$ cat config.mk
export PLATFORM = sky130hd
export DESIGN_NAME = cpu_top
export DESIGN_NICKNAME = d
export VERILOG_FILES = /design/src/cpu_pkg.sv /design/src/mem_req_if.sv /design/src/cpu_top.sv /design/src/mem_port.sv /design/src/execute_stage.sv /design/src/decode_stage.sv /design/src/fetch_stage.sv /design/src/reg_file.sv /design/src/alu.sv
export SDC_FILE = /design/constraint.sdc
export NUM_CORES = 2
export LEC_CHECK = 0
export BUFFER_PORTS_ARGS = -buffer_cell sky130_fd_sc_hd__buf_2
export CAP_MARGIN = 20
export CORE_MARGIN = 4
export CORE_UTILIZATION = 65
export DETAILED_ROUTE_END_ITERATION = 8
export PLACE_DENSITY_LB_ADDON = 0.3
export SKIP_LAST_GASP = 1
export SYNTH_ARGS = -nofsm -noshare
export SYNTH_HDL_FRONTEND = slang
export SYNTH_SLANG_ARGS = --single-unit
$ cat constraint.sdc
create_clock -name clk_in -period 9.7 [get_ports clk_in]
set_input_delay 1.94 -clock clk_in [delete_from_list [all_inputs] [get_ports clk_in]]
set_output_delay 1.94 -clock clk_in [all_outputs]
set_load 0.005 [all_outputs]
$ cat src/cpu_pkg.sv
// rv32i core shared definitions
// bus widths, opcodes, alu operations and access sizes
package cpu_pkg;

	localparam int MEM_ADDR_W = 18;

	typedef logic [31:0] word_t;
	typedef logic [7:0] byte_t;
	typedef logic [MEM_ADDR_W-1:0] mem_addr_t;
	typedef logic [4:0] reg_idx_t;

	// major opcodes, instr[6:0]
	typedef enum logic [6:0] {
		op_lui    = 7'b0110111,
		op_auipc  = 7'b0010111,
		op_jal    = 7'b1101111,
		op_jalr   = 7'b1100111,
		op_branch = 7'b1100011,
		op_load   = 7'b0000011,
		op_store  = 7'b0100011,
		op_imm    = 7'b0010011,
		op_reg    = 7'b0110011
	} opcode_e;

	typedef enum logic [3:0] {
		alu_add,
		alu_sub,
		alu_sll,
		alu_slt,
		alu_sltu,
		alu_xor,
		alu_srl,
		alu_sra,
		alu_or,
		alu_and
	} alu_op_e;

	// bus bytes in the access, minus one
	typedef enum logic [1:0] {
		size_byte = 2'd0,
		size_half = 2'd1,
		size_word = 2'd3
	} mem_size_e;

endpackage
$ cat src/mem_req_if.sv
// four-phase request channel between a memory client and the memory port
`timescale 1ns/100ps

interface mem_req_if;
	import cpu_pkg::*;

	logic req;
	logic ack;
	logic we;
	mem_addr_t addr;
	mem_size_e size;
	word_t wdata;
	word_t rdata;

	modport client (
		output req, we, addr, size, wdata,
		input ack, rdata
	);

	modport port (
		input req, we, addr, size, wdata,
		output ack, rdata
	);

endinterface

$ cat src/cpu_top.sv
// rv32i core top level
// fetch, decode and execute sharing one byte-wide memory bus
`timescale 1ns/100ps

module cpu_top #(
	parameter cpu_pkg::word_t RESET_PC = '0
) (
	input logic clk_in,
	input logic rst_in,
	input logic rdy_in,
	input cpu_pkg::byte_t mem_din,
	output cpu_pkg::byte_t mem_dout,
	output logic [31:0] mem_a,
	output logic mem_wr
);
	import cpu_pkg::*;

	mem_req_if fetch_mem ();
	mem_req_if lsu_mem ();

	logic dec_start;
	logic ex_start;
	logic retire;
	logic wr_en;
	word_t instr, pc, next_pc;
	word_t ex_instr, ex_pc, op_a, op_b, imm;
	word_t rs1_data, rs2_data, wr_data;
	reg_idx_t rs1_idx, rs2_idx, wr_idx;
	alu_op_e alu_op;
	mem_addr_t bus_addr;

	assign mem_a = {{(32 - MEM_ADDR_W){1'b0}}, bus_addr};

	fetch_stage #(
		.RESET_PC(RESET_PC)
	) u_fetch (
		.clk_in(clk_in),
		.rst_in(rst_in),
		.rdy_in(rdy_in),
		.retire(retire),
		.next_pc(next_pc),
		.mem(fetch_mem.client),
		.dec_start(dec_start),
		.instr(instr),
		.pc(pc)
	);

	decode_stage u_decode (
		.clk_in(clk_in),
		.rst_in(rst_in),
		.rdy_in(rdy_in),
		.dec_start(dec_start),
		.instr(instr),
		.pc(pc),
		.rs1_idx(rs1_idx),
		.rs2_idx(rs2_idx),
		.rs1_data(rs1_data),
		.rs2_data(rs2_data),
		.ex_start(ex_start),
		.ex_instr(ex_instr),
		.ex_pc(ex_pc),
		.op_a(op_a),
		.op_b(op_b),
		.imm(imm),
		.alu_op(alu_op)
	);

	reg_file u_regs (
		.clk_in(clk_in),
		.rst_in(rst_in),
		.rs1_idx(rs1_idx),
		.rs2_idx(rs2_idx),
		.wr_en(wr_en),
		.wr_idx(wr_idx),
		.wr_data(wr_data),
		.rs1_data(rs1_data),
		.rs2_data(rs2_data)
	);

	execute_stage u_execute (
		.clk_in(clk_in),
		.rst_in(rst_in),
		.rdy_in(rdy_in),
		.ex_start(ex_start),
		.ex_instr(ex_instr),
		.ex_pc(ex_pc),
		.op_a(op_a),
		.op_b(op_b),
		.imm(imm),
		.alu_op(alu_op),
		.mem(lsu_mem.client),
		.wr_en(wr_en),
		.wr_idx(wr_idx),
		.wr_data(wr_data),
		.retire(retire),
		.next_pc(next_pc)
	);

	mem_port u_mem_port (
		.clk_in(clk_in),
		.rst_in(rst_in),
		.rdy_in(rdy_in),
		.mem_din(mem_din),
		.fetch_mem(fetch_mem.port),
		.lsu_mem(lsu_mem.port),
		.mem_dout(mem_dout),
		.mem_a(bus_addr),
		.mem_wr(mem_wr)
	);

endmodule

$ cat src/mem_port.sv
// memory port
// serves fetch and load/store requests as byte cycles on the shared bus
`timescale 1ns/100ps

module mem_port (
	input logic clk_in,
	input logic rst_in,
	input logic rdy_in,
	input cpu_pkg::byte_t mem_din,
	mem_req_if.port fetch_mem,
	mem_req_if.port lsu_mem,
	output cpu_pkg::byte_t mem_dout,
	output cpu_pkg::mem_addr_t mem_a,
	output logic mem_wr
);
	import cpu_pkg::*;

	typedef enum logic [2:0] {
		st_idle,
		st_addr,
		st_data,
		st_done,
		st_release
	} port_state_e;

	port_state_e state;
	logic sel_lsu;
	logic we_q;
	logic wr_q;
	logic ack_q;
	logic [1:0] cnt;
	logic [1:0] cnt_nxt;
	logic last;
	logic cur_req;
	mem_size_e size_q;
	mem_addr_t base_q;
	word_t wdata_q;
	word_t rdata_q;

	// incoming request, load/store wins
	logic in_we;
	mem_size_e in_size;
	mem_addr_t in_addr;
	word_t in_wdata;

	assign in_we = lsu_mem.req ? lsu_mem.we : fetch_mem.we;
	assign in_size = lsu_mem.req ? lsu_mem.size : fetch_mem.size;
	assign in_addr = lsu_mem.req ? lsu_mem.addr : fetch_mem.addr;
	assign in_wdata = lsu_mem.req ? lsu_mem.wdata : fetch_mem.wdata;

	assign cur_req = sel_lsu ? lsu_mem.req : fetch_mem.req;
	assign cnt_nxt = cnt + 2'd1;
	assign last = (cnt == size_q);

	assign fetch_mem.ack = ack_q && !sel_lsu;
	assign lsu_mem.ack = ack_q && sel_lsu;
	assign fetch_mem.rdata = rdata_q;
	assign lsu_mem.rdata = rdata_q;

	// a paused write byte is held back and repeated once ready
	assign mem_wr = wr_q && rdy_in;

	always_ff @(posedge clk_in) begin
		if (rst_in) begin
			state <= st_idle;
			sel_lsu <= 1'b0;
			wr_q <= 1'b0;
			ack_q <= 1'b0;
			cnt <= 2'd0;
			mem_a <= '0;
		end else if (rdy_in) begin
			case (state)
				st_idle: begin
					if (lsu_mem.req || fetch_mem.req) begin
						sel_lsu <= lsu_mem.req;
						we_q <= in_we;
						size_q <= in_size;
						base_q <= in_addr;
						wdata_q <= in_wdata;
						rdata_q <= '0;
						cnt <= 2'd0;
						mem_a <= in_addr;
						mem_dout <= in_wdata[7:0];
						wr_q <= in_we;
						state <= st_addr;
					end
				end
				st_addr: begin
					if (!we_q) begin
						state <= st_data;
					end else if (last) begin
						wr_q <= 1'b0;
						ack_q <= 1'b1;
						state <= st_done;
					end else begin
						cnt <= cnt_nxt;
						mem_a <= base_q + mem_addr_t'(cnt_nxt);
						mem_dout <= wdata_q[{cnt_nxt, 3'b000} +: 8];
					end
				end
				st_data: begin
					// byte for the address driven one cycle earlier
					rdata_q[{cnt, 3'b000} +: 8] <= mem_din;
					if (last) begin
						ack_q <= 1'b1;
						state <= st_done;
					end else begin
						cnt <= cnt_nxt;
						mem_a <= base_q + mem_addr_t'(cnt_nxt);
						state <= st_addr;
					end
				end
				st_done: begin
					if (!cur_req) begin
						ack_q <= 1'b0;
						state <= st_release;
					end
				end
				st_release: begin
					state <= st_idle;
				end
				default: begin
					state <= st_idle;
				end
			endcase
		end
	end

endmodule

$ cat src/execute_stage.sv
// execute stage
// branches, jumps, loads and stores, then write back and retire
`timescale 1ns/100ps

module execute_stage (
	input logic clk_in,
	input logic rst_in,
	input logic rdy_in,
	input logic ex_start,
	input cpu_pkg::word_t ex_instr,
	input cpu_pkg::word_t ex_pc,
	input cpu_pkg::word_t op_a,
	input cpu_pkg::word_t op_b,
	input cpu_pkg::word_t imm,
	input cpu_pkg::alu_op_e alu_op,
	mem_req_if.client mem,
	output logic wr_en,
	output cpu_pkg::reg_idx_t wr_idx,
	output cpu_pkg::word_t wr_data,
	output logic retire,
	output cpu_pkg::word_t next_pc
);
	import cpu_pkg::*;

	typedef enum logic [1:0] {
		st_idle,
		st_mem,
		st_drop
	} ex_state_e;

	ex_state_e state;
	opcode_e opcode;
	logic [2:0] funct3;
	logic req_q;
	logic taken;
	logic writes_rd;
	word_t alu_y;
	word_t link;
	word_t ea;
	word_t target;
	word_t load_val;

	assign opcode = opcode_e'(ex_instr[6:0]);
	assign funct3 = ex_instr[14:12];
	assign link = ex_pc + 32'd4;
	assign ea = op_a + imm;
	assign writes_rd = opcode inside {op_lui, op_auipc, op_jal, op_jalr, op_imm, op_reg};

	alu u_alu (
		.op(alu_op),
		.a(op_a),
		.b(op_b),
		.y(alu_y)
	);

	always_comb begin
		case (funct3)
			3'b000: taken = (op_a == op_b);
			3'b001: taken = (op_a != op_b);
			3'b100: taken = ($signed(op_a) < $signed(op_b));
			3'b101: taken = ($signed(op_a) >= $signed(op_b));
			3'b110: taken = (op_a < op_b);
			3'b111: taken = (op_a >= op_b);
			default: taken = 1'b0;
		endcase
	end

	always_comb begin
		case (opcode)
			op_jal: target = ex_pc + imm;
			op_jalr: target = {ea[31:1], 1'b0};
			op_branch: target = taken ? ex_pc + imm : link;
			default: target = link;
		endcase
	end

	// rdata arrives zero-filled, so only lb and lh need work
	always_comb begin
		case (funct3)
			3'b000: load_val = {{24{mem.rdata[7]}}, mem.rdata[7:0]};
			3'b001: load_val = {{16{mem.rdata[15]}}, mem.rdata[15:0]};
			default: load_val = mem.rdata;
		endcase
	end

	assign mem.req = req_q;
	assign mem.we = (opcode == op_store);
	assign mem.addr = ea[MEM_ADDR_W-1:0];
	assign mem.wdata = op_b;

	always_comb begin
		case (funct3[1:0])
			2'b00: mem.size = size_byte;
			2'b01: mem.size = size_half;
			default: mem.size = size_word;
		endcase
	end

	always_ff @(posedge clk_in) begin
		if (rst_in) begin
			state <= st_idle;
			req_q <= 1'b0;
			retire <= 1'b0;
			wr_en <= 1'b0;
		end else if (rdy_in) begin
			retire <= 1'b0;
			wr_en <= 1'b0;
			case (state)
				st_idle: begin
					if (ex_start && (opcode == op_load || opcode == op_store)) begin
						req_q <= 1'b1;
						state <= st_mem;
					end else if (ex_start) begin
						retire <= 1'b1;
						next_pc <= target;
						wr_en <= writes_rd;
						wr_idx <= ex_instr[11:7];
						wr_data <= (opcode == op_jal || opcode == op_jalr) ? link : alu_y;
					end
				end
				st_mem: begin
					if (mem.ack) begin
						req_q <= 1'b0;
						retire <= 1'b1;
						next_pc <= link;
						wr_en <= (opcode == op_load);
						wr_idx <= ex_instr[11:7];
						wr_data <= load_val;
						state <= st_drop;
					end
				end
				st_drop: begin
					if (!mem.ack) begin
						state <= st_idle;
					end
				end
				default: begin
					state <= st_idle;
				end
			endcase
		end
	end

endmodule

$ cat src/decode_stage.sv
// decode stage
// reads operands, builds the immediate and picks the alu operation
`timescale 1ns/100ps

module decode_stage (
	input logic clk_in,
	input logic rst_in,
	input logic rdy_in,
	input logic dec_start,
	input cpu_pkg::word_t instr,
	input cpu_pkg::word_t pc,
	output cpu_pkg::reg_idx_t rs1_idx,
	output cpu_pkg::reg_idx_t rs2_idx,
	input cpu_pkg::word_t rs1_data,
	input cpu_pkg::word_t rs2_data,
	output logic ex_start,
	output cpu_pkg::word_t ex_instr,
	output cpu_pkg::word_t ex_pc,
	output cpu_pkg::word_t op_a,
	output cpu_pkg::word_t op_b,
	output cpu_pkg::word_t imm,
	output cpu_pkg::alu_op_e alu_op
);
	import cpu_pkg::*;

	opcode_e opcode;
	word_t imm_c;
	alu_op_e alu_op_c;
	logic use_imm;

	assign opcode = opcode_e'(instr[6:0]);
	assign rs1_idx = instr[19:15];
	assign rs2_idx = instr[24:20];
	assign use_imm = (opcode == op_imm) || (opcode == op_lui) || (opcode == op_auipc);

	always_comb begin
		case (opcode)
			op_store: imm_c = {{20{instr[31]}}, instr[31:25], instr[11:7]};
			op_branch: imm_c = {{19{instr[31]}}, instr[31], instr[7], instr[30:25],
				instr[11:8], 1'b0};
			op_lui, op_auipc: imm_c = {instr[31:12], 12'b0};
			op_jal: imm_c = {{11{instr[31]}}, instr[31], instr[19:12], instr[20],
				instr[30:21], 1'b0};
			default: imm_c = {{20{instr[31]}}, instr[31:20]};
		endcase
	end

	// bit 30 only selects sub on register forms, srai carries it in the immediate
	always_comb begin
		alu_op_c = alu_add;
		if (opcode == op_reg || opcode == op_imm) begin
			case (instr[14:12])
				3'b000: alu_op_c = (opcode == op_reg && instr[30]) ? alu_sub : alu_add;
				3'b001: alu_op_c = alu_sll;
				3'b010: alu_op_c = alu_slt;
				3'b011: alu_op_c = alu_sltu;
				3'b100: alu_op_c = alu_xor;
				3'b101: alu_op_c = instr[30] ? alu_sra : alu_srl;
				3'b110: alu_op_c = alu_or;
				default: alu_op_c = alu_and;
			endcase
		end
	end

	always_ff @(posedge clk_in) begin
		if (rst_in) begin
			ex_start <= 1'b0;
		end else if (rdy_in) begin
			ex_start <= dec_start;
			if (dec_start) begin
				ex_instr <= instr;
				ex_pc <= pc;
				imm <= imm_c;
				alu_op <= alu_op_c;
				// lui and auipc go through the adder as 0 + imm and pc + imm
				case (opcode)
					op_lui: op_a <= '0;
					op_auipc: op_a <= pc;
					default: op_a <= rs1_data;
				endcase
				op_b <= use_imm ? imm_c : rs2_data;
			end
		end
	end

endmodule

$ cat src/fetch_stage.sv
// fetch stage
// holds the pc and reads one instruction word per retired instruction
`timescale 1ns/100ps

module fetch_stage #(
	parameter cpu_pkg::word_t RESET_PC = '0
) (
	input logic clk_in,
	input logic rst_in,
	input logic rdy_in,
	input logic retire,
	input cpu_pkg::word_t next_pc,
	mem_req_if.client mem,
	output logic dec_start,
	output cpu_pkg::word_t instr,
	output cpu_pkg::word_t pc
);
	import cpu_pkg::*;

	typedef enum logic [1:0] {
		st_idle,
		st_wait_ack,
		st_wait_drop,
		st_wait_retire
	} fetch_state_e;

	fetch_state_e state;

	// instruction reads are always whole words
	assign mem.req = (state == st_wait_ack);
	assign mem.we = 1'b0;
	assign mem.addr = pc[MEM_ADDR_W-1:0];
	assign mem.size = size_word;
	assign mem.wdata = '0;

	always_ff @(posedge clk_in) begin
		if (rst_in) begin
			state <= st_idle;
			pc <= RESET_PC;
			dec_start <= 1'b0;
		end else if (rdy_in) begin
			dec_start <= 1'b0;
			case (state)
				st_idle: begin
					state <= st_wait_ack;
				end
				st_wait_ack: begin
					if (mem.ack) begin
						instr <= mem.rdata;
						dec_start <= 1'b1;
						state <= st_wait_drop;
					end
				end
				st_wait_drop: begin
					if (!mem.ack) begin
						state <= st_wait_retire;
					end
				end
				st_wait_retire: begin
					// next request goes out the cycle after retire
					if (retire) begin
						pc <= next_pc;
						state <= st_wait_ack;
					end
				end
				default: begin
					state <= st_idle;
				end
			endcase
		end
	end

endmodule

$ cat src/reg_file.sv
// 32 x 32 register file, x0 reads as zero
`timescale 1ns/100ps

module reg_file (
	input logic clk_in,
	input logic rst_in,
	input cpu_pkg::reg_idx_t rs1_idx,
	input cpu_pkg::reg_idx_t rs2_idx,
	input logic wr_en,
	input cpu_pkg::reg_idx_t wr_idx,
	input cpu_pkg::word_t wr_data,
	output cpu_pkg::word_t rs1_data,
	output cpu_pkg::word_t rs2_data
);
	import cpu_pkg::*;

	word_t regs [32];

	assign rs1_data = regs[rs1_idx];
	assign rs2_data = regs[rs2_idx];

	always_ff @(posedge clk_in) begin
		if (rst_in) begin
			for (int i = 0; i < 32; i++) begin
				regs[i] <= '0;
			end
		end else if (wr_en && wr_idx != '0) begin
			regs[wr_idx] <= wr_data;
		end
	end

endmodule

$ cat src/alu.sv
// integer alu for the immediate and register forms
`timescale 1ns/100ps

module alu (
	input cpu_pkg::alu_op_e op,
	input cpu_pkg::word_t a,
	input cpu_pkg::word_t b,
	output cpu_pkg::word_t y
);
	import cpu_pkg::*;

	logic [4:0] shamt;

	assign shamt = b[4:0];

	always_comb begin
		case (op)
			alu_add: y = a + b;
			alu_sub: y = a - b;
			alu_sll: y = a << shamt;
			alu_slt: y = {31'b0, $signed(a) < $signed(b)};
			alu_sltu: y = {31'b0, a < b};
			alu_xor: y = a ^ b;
			alu_srl: y = a >> shamt;
			alu_sra: y = $signed(a) >>> shamt;
			alu_or: y = a | b;
			alu_and: y = a & b;
			default: y = '0;
		endcase
	end

endmodule

Yosys cells after proc, flatten, opt, wreduce, memory -nomap -nowiden:

Memories as Yosys holds them, arrays and structs flattened. A register that Yosys moved wholly into a read port is not among the register bits.
Cells that the tools add are included.

* bits in latches: 0
* flip-flop bits (word level): 408
* memory bits (read-only): 0
* input bits: 11
* memories kept: 1
* memory bits (writable): 1024
* output and inout port bits: 41

* equal/unequal tests: 62
* bitwise gates (word level): 4
* shift-type cells: 6
* multipliers: 0
* reductions and logical operators: 44
* muxes and demuxes: 89
* add/subtract/negate cells: 8
* divide/modulo/power cells: 0
* magnitude comparators: 4

Memories
* u_regs.regs: words 32, bits a word 32, read ports 2, clocked after Yosys merged registers in 2, write ports 32, line reg_file.sv:17 `word_t regs [32];`

Operators by type and width (count)
* $mux W32: 11
* $pmux W32 S10: 1
* $pmux W32 S2: 5
* $pmux W31 S4: 1
* $add A32 B32 Y32: 3
* $pmux W32 S3: 1
* $mux W18: 4
* $ge A32 B32 Y1: 2
* $lt A32 B32 Y1: 2
* $pmux W18 S3: 1
* $eq A7 B6 Y1 const B: 6
* $reduce_and A4 Y1: 9
* $eq A7 B7 Y1 const B: 5
* $add A32 B3 Y32 const B: 1
* $and A32 B32 Y32: 1
* $bwmux W32: 1
* $eq A32 B32 Y1: 1
* $mux W8: 4
* $ne A32 B32 Y1: 1
* $or A32 B32 Y32: 1
* $reduce_or A32 Y1: 1
* $shift A8 B7 Y32 const A: 1
* $shiftx A32 B6 Y8: 1
* $shiftx A8 B7 Y32: 1
* 52 further kinds: 152

Logic depth before layout (Yosys ltp):

* depth in word-level cells: 7
* mapped depth: 18
* gate-level depth less buffers: 14

Modules after synthesis:

A second synthesis with hierarchy kept.

* cells, all modules: 7986
* area, all modules: 88243.4 sq um

Modules (own cells, without submodules)
* reg_file: area each 56133.8 sq um, instances 1, cells an instance 4605
* alu: area each 8359.3 sq um, instances 1, cells an instance 1181
* execute_stage: area each 8217.9 sq um, instances 1, cells an instance 982
* decode_stage: area each 6356.1 sq um, instances 1, cells an instance 424
* mem_port: area each 6324.8 sq um, instances 1, cells an instance 533
* fetch_stage: area each 2742.6 sq um, instances 1, cells an instance 246
* cpu_top: area each 108.9 sq um, instances 1, cells an instance 15

Least setup slack after synthesis:

Ideal clock, no wire load.

* kind: input to register
* start: input port rst_in
* end: register u_execute.next_pc[0], enable pin
* path buffers: 1
* slack: 2058 ps
* stages: 3
* arrival: 7058 ps
* cells stage by stage: clkbuf_1 nand2b_1 nor3_1

* word-level cells in the longest chain between the ends: 2

Ends and longest elaborated chain
* from (decl): line cpu_top.sv:9 `input logic rst_in,`
* $not A1 Y1 (no source line)
* $reduce_and A6 Y1 (no source line)
* to (signal assigned): line execute_stage.sv:115 `next_pc <= target;`
* to (signal assigned): line execute_stage.sv:125 `next_pc <= link;`
* to (decl): line execute_stage.sv:21 `output cpu_pkg::word_t next_pc`

Every way passes these cells.
A chain may end at the register's enable or synchronous reset.

Final worst setup path:

* start: register u_decode.op_b[1]
* end: register u_execute.next_pc[1], data pin

* word-level cells in the longest chain between the ends: 7
* elaborated cells between the ends (all ways): 12

Ends and longest elaborated chain
* from (decl): line decode_stage.sv:20 `output cpu_pkg::word_t op_b,`
* from (signal assigned): line decode_stage.sv:81 `op_b <= use_imm ? imm_c : rs2_data;`
* $ge A32 B32 Y1, or another cell as far along: line execute_stage.sv:63 `3'b111: taken = (op_a >= op_b);`
* $pmux W1 S6 *: line execute_stage.sv:57 `case (funct3)`
* $mux W32 *: line execute_stage.sv:72 `op_branch: target = taken ? ex_pc + imm : link;`
* $pmux W32 S3 *: line execute_stage.sv:69 `case (opcode)`
* $mux W32 *: line execute_stage.sv:113 `end else if (ex_start) begin`
* $mux W32 *: line execute_stage.sv:110 `if (ex_start && (opcode == op_load || opcode == op_store)) begin`
* $pmux W32 S2 *: line execute_stage.sv:108 `case (state)`

Every way passes the cells marked *; elsewhere a longest branch is shown, timed or not. The select of a mux whose other input is x is not followed.

==> impl_metrics.ini <==
[worst_setup_path]
crit_fanout = 70
crit_chain = buf_4 > inv_2 > fa_1 > nor2b_1 > o221ai_2 > a211oi_2 > o21ai_2 > a21oi_2 > or3_1 > a221o_1 > a311oi_4 > buf_4 > a22oi_1 > o21ai_1
cp.arrival_ns = 5.99
crit_path_end_kind = register
max_stage_delay_ns = 0.80
critPathBufInv = 3
rr_worst_depth = 14
rrSetupSlack_ns = 4.35
cpLargestDelayFamily = compound AO/OA/AOI/OAI gates
cp_common_cell = buf_4
crit_type = reg -> reg
worstReg2RegStart = u_decode.op_b[1]
slowest_stage = a311oi_4
worstPathRequired_ns = 10.34
setup.worst_path.start_class = register
r2r_end = u_execute.next_pc[1]

[hold_path]
hold-path-endpoint = u_execute.wr_idx[1]
hold_path.class = reg -> reg
min_path_cells = 0
min_from = u_decode.ex_instr[8]

[die]
start_util_pct = 65.5
num_rows = 131
die_h_um = 367
dieArea_mm2 = 0.134
chipWidth_um = 367
top_level_ports = 52
fp.coreArea_mm2 = 0.128

[cts]
postCtsHoldBufs = 0
clk_latency_ns = 0.82
cts_setup_buffers = 0
cts_tree = yes
cts_buffers = 152
numClockSinks = 1442
cts.clk_slew.worst_paths_ns = 0.07
clk_path_buf_depth = 3
ctsHtreeMaxLevel = 4
cts-root-buf = clkbuf_16
cts_resized = 0

[logic_synthesis]
synth_cell_types = 102
netlist_area_mm2 = 0.0836
synthCells = 6337
yosysSeqAreaShare_pct = 50.9
async_flop_share_pct = 0
yosys_warnings = 0
avgSynthCellArea_um2 = 13.2
ys_ff_latch = 1442
synth_ff_type = edfxtp_1
synth_edf_count = 1365

[detailed_routing]
via_per_inst = 7.37
first_pass_iters = 6
post_drt_wl_per_cell_um = 36.6
drc_errors = 0
drt_iter0_markers = 10395
drt_wl_total_um = 291000
ant_nets = 0
vias = 58727

[sta]
post-route-period-util_pct = 55.1
hold-worst-slack_ns = 0.415
rsz0062_at_grt = no
finalHoldViolCount = 0
setup-tns-final_ns = 0
drv_slew = 0
fin_worst_skew_ns = 0.0346
finalWorstPathRequiredPeriod_ns = 5.35
max_slew_margin_pct = 11.3
fmax_mhz = 187
worstMarginPinSlew_ns = 1.32
setup_violations = 0
fin_ws_ns = 4.35

[place]
gp_routability_congestion = 1.08
io_buffers = 37
place_worst_setup_slack_ns = 4.06
hpwl_um = 200000
place_inst = 7673
placed_area_mm2 = 0.0852

[global_route]
antenna_found_initial = 26
grt_overflow = 0
grt_util_all_layers_pct = 43.3
first_global_vias = 56053
grt_max_degree = 123
grt_pass1_wl_um = 412000

[outcome]
status = completed

[layout]
area_delta_synth_final_pct = 8.04
finalNonFillerCells = 7964
final_common_cell = edfxtp_1
layout-drive-gt1-share_pct = 20.1
layout_common_cells = edfxtp_1, and2_1, mux4_2, nand2_1, a21oi_1
finish.utilization_pct = 70.7
nNetsFinal = 6358
fin_area_mm2 = 0.0903
fill_cells = 8507

[power_and_ir_drop]
power_mw = 13.5
leakagePower_nw = 32.7
peakVddDrop_mv = 0.154
p_per_area_mw_per_mm2 = 150

[job]
cap_violations = 0
==> cell type report <==
class                      count  area, um2  area share [%]
inverter                     130        488           0.540
clock inverter                89       1010            1.12
timing repair buffer         183       1410            1.56
sequential                  1442      42600            47.1
multi-input combinational   4262      38800            42.9
antenna                        4       10.0          0.0111
tap                         1662       2080            2.30
clock buffer                 192       3990            4.42
==> cells in the mapped netlist, types with 34 or more instances <==
cell      instances  area, um2
edfxtp_1       1365      41000
and2_1         1042       6520
mux4_2          707      15900
clkbuf_1        432       1620
nand2_1         354       1330
nor2_1          326       1220
a21oi_1         295       1480
o21ai_0         215       1080
ha_1            171       2140
inv_1           124        465
mux2i_1         105       1050
dfxtp_1          77       1540
xnor2_1          75        657
buf_1            71        267
a21o_1           65        488
nor2b_1          60        375
nand3_1          52        260
nor3_1           46        230
a211oi_1         43        323
nand3b_1         42        315
or2_2            40        250
xor2_1           40        350
a31oi_1          34        213
==> cells by family (layout without fill, tap and decap cells) <==
family	count (synthesis)	in the layout	share of synthesized area (%)
flops	1442	1442	50.9
other cells	1	50	0.00449
compound gates	964	964	7.43
xor+xnor	115	115	1.21
simple gates	2121	2121	13.9
buf+inv	678	594	3.24
fa+ha+maj	176	176	2.68
mux	840	840	20.7
==> layer usage <==
metal  GRT usage, %  share of wire [%]  vias to the layer above
li1               -                  -                    23747
met2           62.2                 43                     4988
met4           26.9                8.1                       12
met1           56.7                 33                    29169
met3           15.6                 15                      811
met5              0              0.027                        -
==> power by group <==
group / internal [mW] / total (mW) / switching [mW]
clock: 3.31 / 5.94 / 2.63
combinational: 0.193 / 0.515 / 0.322
sequential: 6.97 / 7.07 / 0.109
total: 10.5 / 13.5 / 3.06
==> worst reg2reg max path, stage by stage, from the launching register on <==
cell and delay, ns:
edfxtp_1 0.32, buf_4 0.67, inv_2 0.39, fa_1 0.55, nor2b_1 0.18, o221ai_2 0.29, a211oi_2 0.18, o21ai_2 0.21
a21oi_2 0.11, or3_1 0.38, a221o_1 0.43, a311oi_4 0.80, buf_4 0.44, a22oi_1 0.15, o21ai_1 0.11
==> worst max-delay path by stage <==
stage | startpoint | endpoint | slack, ns | depth (start not counted)
after floorplan | rst_in | u_execute.next_pc[0] | 2.06 | 3
after global placement | rst_in | u_regs.regs[28][28] | 4.09 | 5
after detailed placement | rst_in | u_regs.regs[24][10] | 4.06 | 5
after CTS | u_decode.op_b[1] | u_execute.next_pc[18] | 4.45 | 14
after global routing | u_decode.op_b[2] | u_execute.next_pc[1] | 4.12 | 15
final | u_decode.op_b[1] | u_execute.next_pc[1] | 4.35 | 14
==> flip-flops by register name (all words and copies together), names as in the netlist, 15 cells and up, named ones only <==
| name | flops |
|---|---|
| u_mem_port.mem_a | 18 |
| u_decode.imm | 32 |
| u_decode.ex_instr | 15 |
| u_fetch.instr | 32 |
| u_mem_port.wdata_q | 32 |
| u_decode.op_a | 32 |
| u_fetch.pc | 32 |
| u_mem_port.base_q | 18 |
| u_mem_port.fetch_mem.rdata | 32 |
| u_regs.regs | 1024 |
| u_execute.wr_data | 32 |
| u_execute.next_pc | 32 |
| u_decode.ex_pc | 32 |
| u_decode.op_b | 32 |
Note: power is estimated with default switching activity, not from simulation.
